`src/logic/bus_pkg.sv`:
```
`default_nettype none

package bus_pkg;

    // address and data width of every bus in the design
    parameter int ADDR_W = 32;
    parameter int DATA_W = 32;

    // bytes per data word
    parameter int BYTES_W = DATA_W / 8;

    // one enable bit per data byte, bit 0 is byte lane 0
    typedef logic [BYTES_W-1:0] byte_en_t;

    // backend status as the controller sees it
    // derived from the internal bus each cycle
    typedef enum logic [1:0] {
        // no request on the internal bus
        L2_IDLE   = 2'd0,
        // request out, bridge still working
        L2_BUSY   = 2'd1,
        // completed without error
        L2_ACCESS = 2'd2,
        // completed, slave flagged an error
        L2_ERROR  = 2'd3
    } l2_state_t;

endpackage

`default_nettype wire
```
`src/logic/generic_bus_if.sv`:
```
`default_nettype none

interface generic_bus_if
    import bus_pkg::*;
();

    // transaction request, held until busy is seen low
    logic              ren;
    logic              wen;
    logic [ADDR_W-1:0] addr;
    logic [DATA_W-1:0] wdata;
    byte_en_t          byte_en;

    // completion status
    logic              busy;
    logic [DATA_W-1:0] rdata;
    logic              error;

    // initiator end, the memory controller
    modport cpu (
        output ren, wen, addr, wdata, byte_en,
        input  busy, rdata, error
    );

    // target end, the bus bridge
    modport bridge (
        input  ren, wen, addr, wdata, byte_en,
        output busy, rdata, error
    );

endinterface

`default_nettype wire

```
`src/logic/generic_nonpipeline.sv`:
```
`default_nettype none

module generic_nonpipeline
    import bus_pkg::*;
(
    input  logic              CLK,
    input  logic              rst_n,
    generic_bus_if.bridge     pipeline_trans_if,
    output logic              bus_ren,
    output logic              bus_wen,
    output logic [ADDR_W-1:0] bus_addr,
    output logic [DATA_W-1:0] bus_wdata,
    output byte_en_t          bus_byte_en,
    input  logic [DATA_W-1:0] bus_rdata,
    input  logic              bus_busy,
    input  logic              bus_error
);

    // capture, drive externally, report back for one cycle
    typedef enum logic [1:0] {
        BR_IDLE = 2'd0,
        BR_EXT  = 2'd1,
        BR_RESP = 2'd2
    } br_state_t;

    br_state_t state;

    logic              ren_q;
    logic              wen_q;
    logic [ADDR_W-1:0] addr_q;
    logic [DATA_W-1:0] wdata_q;
    byte_en_t          be_q;
    logic [DATA_W-1:0] rdata_q;
    logic              err_q;

    logic capture;
    logic finish;

    // new request only taken when nothing is in flight
    assign capture = (state == BR_IDLE) && (pipeline_trans_if.ren || pipeline_trans_if.wen);
    // external side is done on its first not-busy cycle
    assign finish  = (state == BR_EXT) && !bus_busy;

    always_ff @(posedge CLK or negedge rst_n) begin
        if (!rst_n) begin
            state <= BR_IDLE;
            ren_q <= 1'b0;
            wen_q <= 1'b0;
            err_q <= 1'b0;
        end else begin
            case (state)
                BR_IDLE: begin
                    if (capture) begin
                        ren_q <= pipeline_trans_if.ren;
                        wen_q <= pipeline_trans_if.wen;
                        state <= BR_EXT;
                    end
                end
                BR_EXT: begin
                    // outputs stay put while the slave stalls
                    if (finish) begin
                        ren_q <= 1'b0;
                        wen_q <= 1'b0;
                        err_q <= bus_error;
                        state <= BR_RESP;
                    end
                end
                default: begin
                    state <= BR_IDLE;
                end
            endcase
        end
    end

    // address, data and enables follow the strobes
    always_ff @(posedge CLK) begin
        if (capture) begin
            addr_q  <= pipeline_trans_if.addr;
            wdata_q <= pipeline_trans_if.wdata;
            be_q    <= pipeline_trans_if.byte_en;
        end
        if (finish) begin
            rdata_q <= bus_rdata;
        end
    end

    assign bus_ren     = ren_q;
    assign bus_wen     = wen_q;
    assign bus_addr    = addr_q;
    assign bus_wdata   = wdata_q;
    assign bus_byte_en = be_q;

    // busy everywhere except the single response cycle
    assign pipeline_trans_if.busy  = (state != BR_RESP);
    assign pipeline_trans_if.rdata = rdata_q;
    assign pipeline_trans_if.error = err_q;

endmodule

`default_nettype wire

```
`src/flat_wrapper.sv`:
```
// flat-port wrapper written by rule: the top's interface ports become plain ports
module generic_nonpipeline_flat import bus_pkg::*;
  (CLK, rst_n, bus_ren, bus_wen, bus_addr, bus_wdata, bus_byte_en, bus_rdata, bus_busy, bus_error, pipeline_trans_if_ren, pipeline_trans_if_wen, pipeline_trans_if_addr, pipeline_trans_if_wdata, pipeline_trans_if_byte_en, pipeline_trans_if_busy, pipeline_trans_if_rdata, pipeline_trans_if_error);
  generic_bus_if pipeline_trans_if_i ();
  input  logic CLK;
  input  logic rst_n;
  output logic bus_ren;
  output logic bus_wen;
  output logic [ADDR_W-1:0] bus_addr;
  output logic [DATA_W-1:0] bus_wdata;
  output byte_en_t bus_byte_en;
  input  logic [DATA_W-1:0] bus_rdata;
  input  logic bus_busy;
  input  logic bus_error;
  input wire logic [$bits(pipeline_trans_if_i.ren)-1:0] pipeline_trans_if_ren;
  input wire logic [$bits(pipeline_trans_if_i.wen)-1:0] pipeline_trans_if_wen;
  input wire logic [$bits(pipeline_trans_if_i.addr)-1:0] pipeline_trans_if_addr;
  input wire logic [$bits(pipeline_trans_if_i.wdata)-1:0] pipeline_trans_if_wdata;
  input wire logic [$bits(pipeline_trans_if_i.byte_en)-1:0] pipeline_trans_if_byte_en;
  output wire logic [$bits(pipeline_trans_if_i.busy)-1:0] pipeline_trans_if_busy;
  output wire logic [$bits(pipeline_trans_if_i.rdata)-1:0] pipeline_trans_if_rdata;
  output wire logic [$bits(pipeline_trans_if_i.error)-1:0] pipeline_trans_if_error;
  assign pipeline_trans_if_i.ren = pipeline_trans_if_ren;
  assign pipeline_trans_if_i.wen = pipeline_trans_if_wen;
  assign pipeline_trans_if_i.addr = pipeline_trans_if_addr;
  assign pipeline_trans_if_i.wdata = pipeline_trans_if_wdata;
  assign pipeline_trans_if_i.byte_en = pipeline_trans_if_byte_en;
  assign pipeline_trans_if_busy = pipeline_trans_if_i.busy;
  assign pipeline_trans_if_rdata = pipeline_trans_if_i.rdata;
  assign pipeline_trans_if_error = pipeline_trans_if_i.error;
  generic_nonpipeline u_core (.CLK(CLK), .rst_n(rst_n), .pipeline_trans_if(pipeline_trans_if_i), .bus_ren(bus_ren), .bus_wen(bus_wen), .bus_addr(bus_addr), .bus_wdata(bus_wdata), .bus_byte_en(bus_byte_en), .bus_rdata(bus_rdata), .bus_busy(bus_busy), .bus_error(bus_error));
endmodule
```
`config.mk`:
```
export PLATFORM = sky130hd
export DESIGN_NAME = generic_nonpipeline_flat
export DESIGN_NICKNAME = d
export VERILOG_FILES = /design/src/logic/bus_pkg.sv /design/src/logic/generic_bus_if.sv /design/src/logic/generic_nonpipeline.sv /design/src/flat_wrapper.sv
export SDC_FILE = /design/constraint.sdc
export NUM_CORES = 1
export LEC_CHECK = 0
export ABC_AREA = 1
export BUFFER_PORTS_ARGS = -buffer_cell sky130_fd_sc_hd__clkbuf_2
export CAP_MARGIN = 20
export CORE_MARGIN = 3
export CORE_UTILIZATION = 41
export CTS_CLUSTER_SIZE = 14
export DETAILED_ROUTE_END_ITERATION = 10
export PLACE_DENSITY = 0.78
export SYNTH_ARGS = -nofsm -noshare
export SYNTH_HDL_FRONTEND = slang
export SYNTH_SLANG_ARGS = --single-unit
export TNS_END_PERCENT = 10
```
`constraint.sdc`:
```
create_clock -name CLK -period 3.2 [get_ports CLK]
set_input_delay 0.32 -clock CLK [delete_from_list [all_inputs] [get_ports CLK]]
set_output_delay 0.32 -clock CLK [all_outputs]
set_load 0.02 [all_outputs]
```
; After elaboration in Yosys (flattened, before gate mapping)
; Index checks and enable logic that the tools add are counted.
[word_totals]
register_bits = 105
latch_bits = 0
ram_bits = 0
rom_bits = 0
inputBits = 106
output_inout_bits = 104
word_cells = 29
n_memories = 0
[op_classes]
addsub = 0
multipliers = 0
n_div = 0
order_cmp = 0
n_eq_ne = 4
shift = 0
n_mux = 8
n_bitwise = 0
reduce_logical = 9
[ops]
columns = op, count
row1 = $mux W2, 2
row2 = $ne A2 B1 Y1 const B, 2
row3 = $pmux W1 S2, 2
row4 = $pmux W2 S2, 1
row5 = $reduce_and A2 Y1, 2
row6 = $mux W1, 3
row7 = $reduce_and A3 Y1, 1
row8 = $eq A2 B1 Y1 const B, 1
row9 = $logic_and A1 B1 Y1, 2
row10 = $logic_not A2 Y1, 1
row11 = $ne A2 B2 Y1 const B, 1
row12 = $reduce_bool A2 Y1, 1
row13 = $logic_not A1 Y1, 1
row14 = $logic_or A1 B1 Y1, 1

; Logic depth before layout (Yosys ltp)
; Gate-level depths: netlist of the first run.
[depth]
depth_word = 4
depth_mapped = 5
mapped_depth_nobuf = 5

; Least setup slack after synthesis of the first run
; No wires, ideal clock.
[synth_path]
kind = register to register
from = register u_core.state[0]
to = register u_core.addr_q[0], in the netlist u_core.bus_addr[0], enable pin
setup_ns = 0.422
arrival_ns = 1.948
t_required_ns = 2.778
path_slack_ns = 0.830
path_stages_with_launch = 4
n_path_buf = 0
synth_period_minus_slack_ns = 2.370
cell_sequence = dfrtp_1 -> nor2_2 -> nand2_2 -> inv_1
[synth_between]
elab_chain_len = 2
[synth_rtl]
columns = element, line
row1 = start: declaration, generic_nonpipeline.sv:26  ; br_state_t state;
row2 = start signal: assignment, generic_nonpipeline.sv:46  ; state <= BR_IDLE;
row3 = start signal: assignment, generic_nonpipeline.sv:56  ; state <= BR_EXT;
row4 = start signal: assignment, generic_nonpipeline.sv:65  ; state <= BR_RESP;
row5 = $logic_not A2 Y1, generic_nonpipeline.sv:40  ; assign capture = (state == BR_IDLE) && (pipeline_trans_if.ren || pipeline_trans_if.wen);
row6 = $logic_and A1 B1 Y1, generic_nonpipeline.sv:40
row7 = net u_core.capture, generic_nonpipeline.sv:36  ; logic capture;
row8 = end signal: assignment, generic_nonpipeline.sv:78  ; addr_q <= pipeline_trans_if.addr;
row9 = end: declaration, generic_nonpipeline.sv:30  ; logic [ADDR_W-1:0] addr_q;
; The timed path passes the listed nets, and every way through them passes these cells.
; A chain may end at the register's enable or synchronous reset.

; Worst setup path after layout of the first run
[layout_path]
from = register u_core.state[0]
to = register u_core.be_q[1], in the netlist u_core.bus_byte_en[1], enable pin
[layout_between]
elab_chain_len = 2
[layout_rtl]
columns = element, line
row1 = $logic_not A2 Y1, generic_nonpipeline.sv:40
row2 = $logic_and A1 B1 Y1, generic_nonpipeline.sv:40
row3 = net u_core.capture, generic_nonpipeline.sv:36
row4 = end signal: assignment, generic_nonpipeline.sv:80  ; be_q <= pipeline_trans_if.byte_en;
row5 = end: declaration, generic_nonpipeline.sv:32  ; byte_en_t be_q;
; The timed path passes the listed nets, and every way through them passes these cells.

==> results of run 1 <==
layout by cell type (no fill, tap or decap):
cell and n:
clkinv_4 1, nand2_1 9, nand3_1 3, inv_2 2, edfxtp_1 100, inv_6 2
clkinvlp_4 1, nand2_2 1, nor2_2 1, clkbuf_2 209, nand3_2 1, clkbuf_8 9
dfrtp_1 5, buf_12 1, inv_8 2, clkinv_8 1, or2_1 1, dlygate4sd3_1 1
inv_1 5
final cells by class:
type / count / area, um2
Fill cell: 559 / 2819
Timing Repair Buffer: 211 / 1076
Tap cell: 99 / 123.9
Multi-Input combinational cell: 16 / 77.57
Clock inverter: 7 / 72.57
Inverter: 7 / 26.28
Clock buffer: 9 / 123.9
Sequential cell: 105 / 3128
how the worst max path moves through the flow:
stage / startpoint / endpoint / cells after the start
after floorplan: u_core.state[0] / u_core.bus_addr[0] / 3
after global placement: u_core.state[0] / u_core.bus_addr[5] / 4
after detailed placement: u_core.state[0] / u_core.bus_addr[14] / 4
after CTS: u_core.state[0] / u_core.bus_byte_en[1] / 4
after global routing: u_core.state[0] / u_core.bus_byte_en[1] / 4
final: u_core.state[0] / u_core.bus_byte_en[1] / 4
cell families (layout without fill, tap and decap cells):
family | count (synthesis) | count (layout)
buf+inv | 7 | 234
flops | 105 | 105
simple gates | 16 | 16
critical path: stages (launching register included):
cell     delay [ns]
dfrtp_1        0.44
nor2_2         0.15
nand2_2        0.10
inv_2          0.51
buf_12         0.30
cell usage after synthesis:
cell type and number:
inv_2 1, dfrtp_1 5, nor2_2 1, or2_1 1, edfxtp_1 100, nand3_1 3, inv_1 6, nand2_1 9
nand2_2 1, nand3_2 1
routing by layer:
layer / up-vias / GRT usage, % / share of wire [%]
met5: - / 0 / 0
met4: 0 / 7.692 / 2.1
met3: 16 / 5.339 / 10
met2: 118 / 27.89 / 54
met1: 904 / 16.81 / 33
li1: 933 / - / -
sequential cells by signal, indices dropped and copies added (netlist names):
name,count
u_core.bus_byte_en,4
u_core.bus_wen,1
u_core.bus_wdata,32
u_core.bus_ren,1
u_core.pipeline_trans_if.error,1
u_core.state,2
u_core.bus_addr,32
u_core.pipeline_trans_if.rdata,32
through the flow:
step	worst slack (ns)	cells	utilization, %	power, W	cell area, um2
floorplan	0.8301	128	-	0.002676	3232
global placement	1.456	437	59.38	0.003081	4422
detailed placement	1.410	437	59.38	0.003113	4422
CTS	1.393	454	62.15	0.003891	4628
global route	1.300	454	62.15	0.004030	4628
finish	1.391	454	62.15	0.003845	4628
what timing repair did:
item,CTS,global route
endpoints found under the setup margin,0,0
buffers inserted,0,0
hold endpoints to repair,5,0
hold buffers,1,0
power by group:
part / leakage (nW) / switching, W / internal [W] / total, W
combinational: 0.963 / 0.000741 / 0.000280 / 0.00102
clock: 0.0970 / 0.000477 / 0.000307 / 0.000784
sequential: 1.01 / 0.0000980 / 0.00194 / 0.00204
total: 2.07 / 0.00132 / 0.00253 / 0.00385
==> reports/qor.csv, run 1 <==
metric,value,unit
outcome,finished clean,
avgRoutedWirePerCell,16.32,um
grt_usage,15.79,%
worst-setup-path-type,register to register,
synth_nets,234,
finalSetupTns,0,ns
synth.area.top_cells,"edfxtp_1, dfrtp_1, nand2_1, inv_1, nand3_1",
vias,1971,
synth.avg_cell_area,25.25,um2
core-area,7447,um2
drv_cap,0,
worstPathArrival,1.86,ns
worst_slew_pin_slew,0.6857,ns
synth_area,3232,um2
yosys_warnings,0,
die_h,94.79,um
reg2reg_from,u_core.state[0],
portBuffers,209,
ff2ff_path_depth,4,
antenna_found_initial,0,
timing.hold.ws,0.1253,ns
fin_crit_sh,56.53,%
ff2ff_setup_slack,1.39,ns
dr.pass1.iters,4,
start_kind,register,
fin_skew,0.009269,ns
clkSlewWorstSetupHoldPaths,0.11,ns
area_growth,43.21,%
die_w,94.79,um
end_kind,register,
final-setup-viol-count,0,
cts_buffers,9,
first_iter_violations,67,
fp-row-count,31,
overflow,0,
hp-start,pipeline_trans_if_wdata[10],
synth_mux_area_share,0,%
synth_simple_gate_area_share,2.400,%
ir_drop,0.0003143,V
io_pins,210,
ys_ff_latch,105,
hold_path.class,primary input to register,
min_to,u_core.bus_wdata[10],
htreeDepth,3,
grt_max_degree,37,
max_clock_freq,552.8,MHz
timing.slew.headroom,54.22,%
r2r-end,u_core.bus_byte_en[1],
tritoncts,yes,
yosys.area.top_type,edfxtp_1,
root_buffer,clkbuf_8,
post_cts_resized,0,
rsz0062_at_grt,no,
drt-vias-per-instance,4.341,
cts_sinks,105,
synth-compound-area-share,0,%
clkLatencyLatePin,0.36,ns
cp.required,3.26,ns
cellLeakagePower,2.066,nW
final_hold_viol_count,0,
die_area,8984,um2
gp_congestion,0.7619,
ys_types,10,
grt_pass1_vias,1873,
powerDensity,830.8,nW/um2
drc,0,
routed_wl,7410,um
seq_area_frac_synth,96.79,%
ant_nets,0,
finalMaxSlewViolations,0,
dp_hpwl,6046,um
netlist_instances,128,
diodes,0,
synth_xor_area_share,0,%
worst_hold_path.num_cells,1,
grt_pass1_wl,10050,um
start_util,43.40,%
cts_buffer_depth,2,
synth_top_area_share,92.92,%
synth_top_family_by_area,simple AND/OR/NAND/NOR gates,
drive_gt1_share,65.07,%
layout_min_cycle_time,1.809,ns
final_nets,456,
crit_path_max_fanout,36,
synth_fa_ha_area_share,0,%
No activity file was read; power rests on OpenSTA's default activity.
==> inputs of run 2 (changes only) <==
clock period = 1.8 ns   (was 3.2 ns; I/O delays follow)
==> reports/qor.csv, run 2 (synthesis gave the netlist of run 1 again) <==
metric,value,unit
r2r-end,u_core.bus_addr[3],
comb_power_share,28.9,%
drive_gt1_share,50.77,%
routed_wl,10690,um
power_switching,0.002494,W
reg2reg_from,u_core.state[0],
cts_setup_buffers,0,
outcome,finished clean,
worst_slew_pin_slew,0.3412,ns
powerDensity,1268,nW/um2
ff2ff_setup_slack,0.36,ns
grt_max_degree,69,
final_common_cell,clkbuf_2,
final_hold_viol_count,0,
first_iter_violations,148,
min_to,u_core.bus_addr[30],
fp-row-count,31,
crit_path_max_fanout,68,
final_cells,556,
end_kind,register,
tritoncts,yes,
die_h,94.79,um
timing.slew.headroom,77.25,%
final_cell_area,5635,um2
grt_pass1_wl,15100,um
cts_sinks,105,
clkLatencyLatePin,0.36,ns
drt-vias-per-instance,4.617,
ant_nets,0,
cts_buffers,9,
overflow,0,
final_cell_mix,"clkbuf_2, dlygate4sd3_1, edfxtp_1",
die_area,8984,um2
antenna_found_initial,1,
switching_share,34.91,%
rsz0062_at_grt,no,
clkSlewWorstSetupHoldPaths,0.10,ns
avgRoutedWirePerCell,19.23,um
worstPathArrival,1.47,ns
final-setup-viol-count,0,
cellInternalPower,0.004651,W
hp-start,pipeline_trans_if_addr[30],
vias,2567,
layout_min_cycle_time,1.443,ns
place_area,4446,um2
area_growth,74.37,%
finalMaxSlewViolations,0,
worst-setup-path-type,register to register,
fin_crit_sh,80.17,%
final_nets,556,
cp.required,1.83,ns
hold_path.class,primary input to register,
ff2ff_path_depth,4,
dp_hpwl,6075,um
start_kind,register,
fin_skew,0.02200,ns
worst_hold_path.num_cells,1,
drv_cap,0,
io_pins,210,
dpl.cell_count,438,
cts_buffer_depth,2,
die_w,94.79,um
cellLeakagePower,2.478,nW
root_buffer,clkbuf_8,
grt_pass1_vias,2786,
seq_power_share,51.6,%
dr.pass1.iters,4,
core-area,7447,um2
htreeDepth,3,
ir_drop,0.0005956,V
start_util,43.40,%
grt_usage,23.76,%
gp_congestion,0.7269,
max_clock_freq,693.0,MHz
portBuffers,209,
drc,0,
clock_power_share,19.4,%
-- run 2: cell count changes in the layout (fill, tap and decap cells not counted) --
cell / delta
clkinvlp_4: +1
diode_2: +2
buf_12: +1
dlygate4sd3_1: +99
inv_2: -1
clkinv_1: +1
clkinv_8: -1
-- run 2: how the worst max path moves through the flow --
stage	slack, ns	from	depth (start not counted)	end
5_1_grt	0.26	u_core.state[0]	4	u_core.bus_wdata[5]
2_1_floorplan	-0.11	u_core.state[0]	3	u_core.bus_addr[0]
3_5_place_dp	0.38	u_core.state[0]	4	u_core.bus_wdata[23]
3_3_place_gp	0.42	u_core.state[0]	4	u_core.bus_wdata[23]
4_1_cts	0.37	u_core.state[0]	4	u_core.bus_addr[16]
6_report	0.36	u_core.state[0]	4	u_core.bus_addr[3]
-- run 2: through the flow --
stage	setup TNS (ns)	hold WS [ns]	setup WS, ns	total power (W)	util, %
floorplan	-7.225	-0.1156	-0.1062	0.004752	-
global placement	0	-0.0007661	0.4229	0.005509	59.69
detailed placement	0	0.004448	0.3823	0.005571	59.69
CTS	0	0.001039	0.3697	0.007076	75.47
global route	0	-0.001771	0.2595	0.007472	75.64
finish	0	0.02655	0.3569	0.007145	75.67
-- run 2: repair_timing --
item | in CTS | in global routing
hold endpoints to repair | 103 | 1
endpoints found under the setup margin | 0 | 0
gates resized for setup | 0 | 0
hold buffers | 99 | 1
-- run 2: layout make-up --
class | instances | area [um2]
Antenna cell | 2 | 5.005
Clock buffer | 9 | 123.9
Clock inverter | 7 | 60.06
Fill cell | 440 | 1812
Inverter | 7 | 30.03
Multi-Input combinational cell | 16 | 77.57
Sequential cell | 105 | 3128
Tap cell | 99 | 123.9
Timing Repair Buffer | 311 | 2087
-- run 2: metal layers --
metal	vias up	wire length, um	GRT usage, %
met1	1240	3331	23.01
li1	1133	-	-
met2	175	6016	43.98
met5	-	0	0
met3	19	1102	8.526
met4	0	240	11.78
-- run 2: power groups by stage --
stage / sequential, W / clock, W / combinational, W
after floorplan: 0.00440 / 0 / 0.000350
after global placement: 0.00366 / 0 / 0.00185
after detailed placement: 0.00370 / 0 / 0.00187
after CTS: 0.00364 / 0.00138 / 0.00205
after global routing: 0.00373 / 0.00153 / 0.00221
final: 0.00369 / 0.00139 / 0.00207
-- run 2: worst max-delay path, stage by stage, from the launching register on --
cell	delay (ns)
dfrtp_1	0.43
nor2_2	0.15
nand2_2	0.11
clkinvlp_4	0.10
buf_12	0.31
==> inputs of run 3 (changes only) <==
clock period = 1.5 ns   (was 1.8 ns; I/O delays follow)
==> reports/qor.csv, run 3 <==
metric,value,unit
portBuffers,209,
io_pins,210,
hold_buffers,101,
synth_top_area_share,92.92,%
start_util,43.40,%
dpl.cell_count,439,
htreeDepth,3,
netlist_instances,128,
firstError,[ERROR RSZ-0060] Max buffer count reached.,
synth_nets,234,
die_w,94.79,um
yosys-top-cells-count,"edfxtp_1, nand2_1, inv_1, dfrtp_1, nand3_1",
yosys.area.top_type,edfxtp_1,
synth_edf_count,100,
root_buffer,clkbuf_8,
synthArstFlopShare,4.762,%
cts_setup_buffers,0,
cts_sinks,105,
synth.area.top_cells,"edfxtp_1, dfrtp_1, nand2_1, inv_1, nand3_1",
gp_congestion,0.7864,
yosys_warnings,0,
ys_ff_latch,105,
synth_ff_type,edfxtp_1,
seq_area_frac_synth,96.79,%
lastStage,clock tree synthesis,
die_h,94.79,um
cts_buffers,9,
fp-row-count,31,
synth.avg_cell_area,25.25,um2
outcome,did not finish,
post_cts_resized,0,
dp_hpwl,6055,um
cts_buffer_depth,2,
yosys.cell_count.top_type,edfxtp_1,
synth_area,3232,um2
ys_types,10,
[run 3: cell families after synthesis]
logic type | after synthesis | synth area share [%]
DFF | 105 | 96.79
buffers and inverters | 7 | 0.8128
and+or+nand+nor | 16 | 2.400
[run 3: through the flow]
stage                     area [um2]  setup slack, ns
after floorplan                 3236          -0.4062
after global placement          4466           0.1965
after detailed placement        4466           0.1538
==> inputs of run 4 (changes only) <==
CORE_UTILIZATION = 40   (was 41)
CTS_CLUSTER_SIZE = default   (was 14)
PLACE_DENSITY = default   (was 0.78)
PLACE_DENSITY_LB_ADDON = 0.15   (was default)
==> reports/qor.csv, run 4 <==
metric,value,unit
gp_congestion,0.7657,
synth_mux_area_share,0,%
die_w,95.89,um
yosys-top-cells-count,"edfxtp_1, nand2_1, inv_1, dfrtp_1, nand3_1",
synth_top_area_share,92.92,%
synth_top_family_by_area,simple AND/OR/NAND/NOR gates,
start_util,41.61,%
cts_setup_buffers,0,
fp-row-count,32,
synth_simple_gate_area_share,2.400,%
synth_area,3232,um2
ys_types,10,
netlist_instances,128,
post_cts_resized,0,
outcome,did not finish,
synth_xor_area_share,0,%
synth_fa_ha_area_share,0,%
die_h,95.89,um
lastStage,clock tree synthesis,
portBuffers,209,
ys_ff_latch,105,
cts_sinks,105,
synth.area.top_cells,"edfxtp_1, dfrtp_1, nand2_1, inv_1, nand3_1",
synth_nets,234,
io_pins,210,
seq_area_frac_synth,96.79,%
htreeDepth,3,
synth_edf_count,100,
cts_buffer_depth,2,
synth.avg_cell_area,25.25,um2
cts_buffers,9,
yosys.area.top_type,edfxtp_1,
hold_buffers,101,
synth_ff_type,edfxtp_1,
synth-compound-area-share,0,%
firstError,[ERROR RSZ-0060] Max buffer count reached.,
place_area,4469,um2
yosys.cell_count.top_type,edfxtp_1,
root_buffer,clkbuf_8,
dp_hpwl,5691,um
synthArstFlopShare,4.762,%
yosys_warnings,0,
==> run 4: cell counts after synthesis <==
Identical to the previous run, type by type.
==> run 4: through the flow <==
stage / std cells / worst slack, ns
floorplan: 128 / -0.4062
global placement: 442 / 0.1510
detailed placement: 442 / 0.1149
==> run 4: cell families after synthesis <==
group,after synthesis
buffers and inverters,7
AND/OR/NAND/NOR,16
flip-flops,105
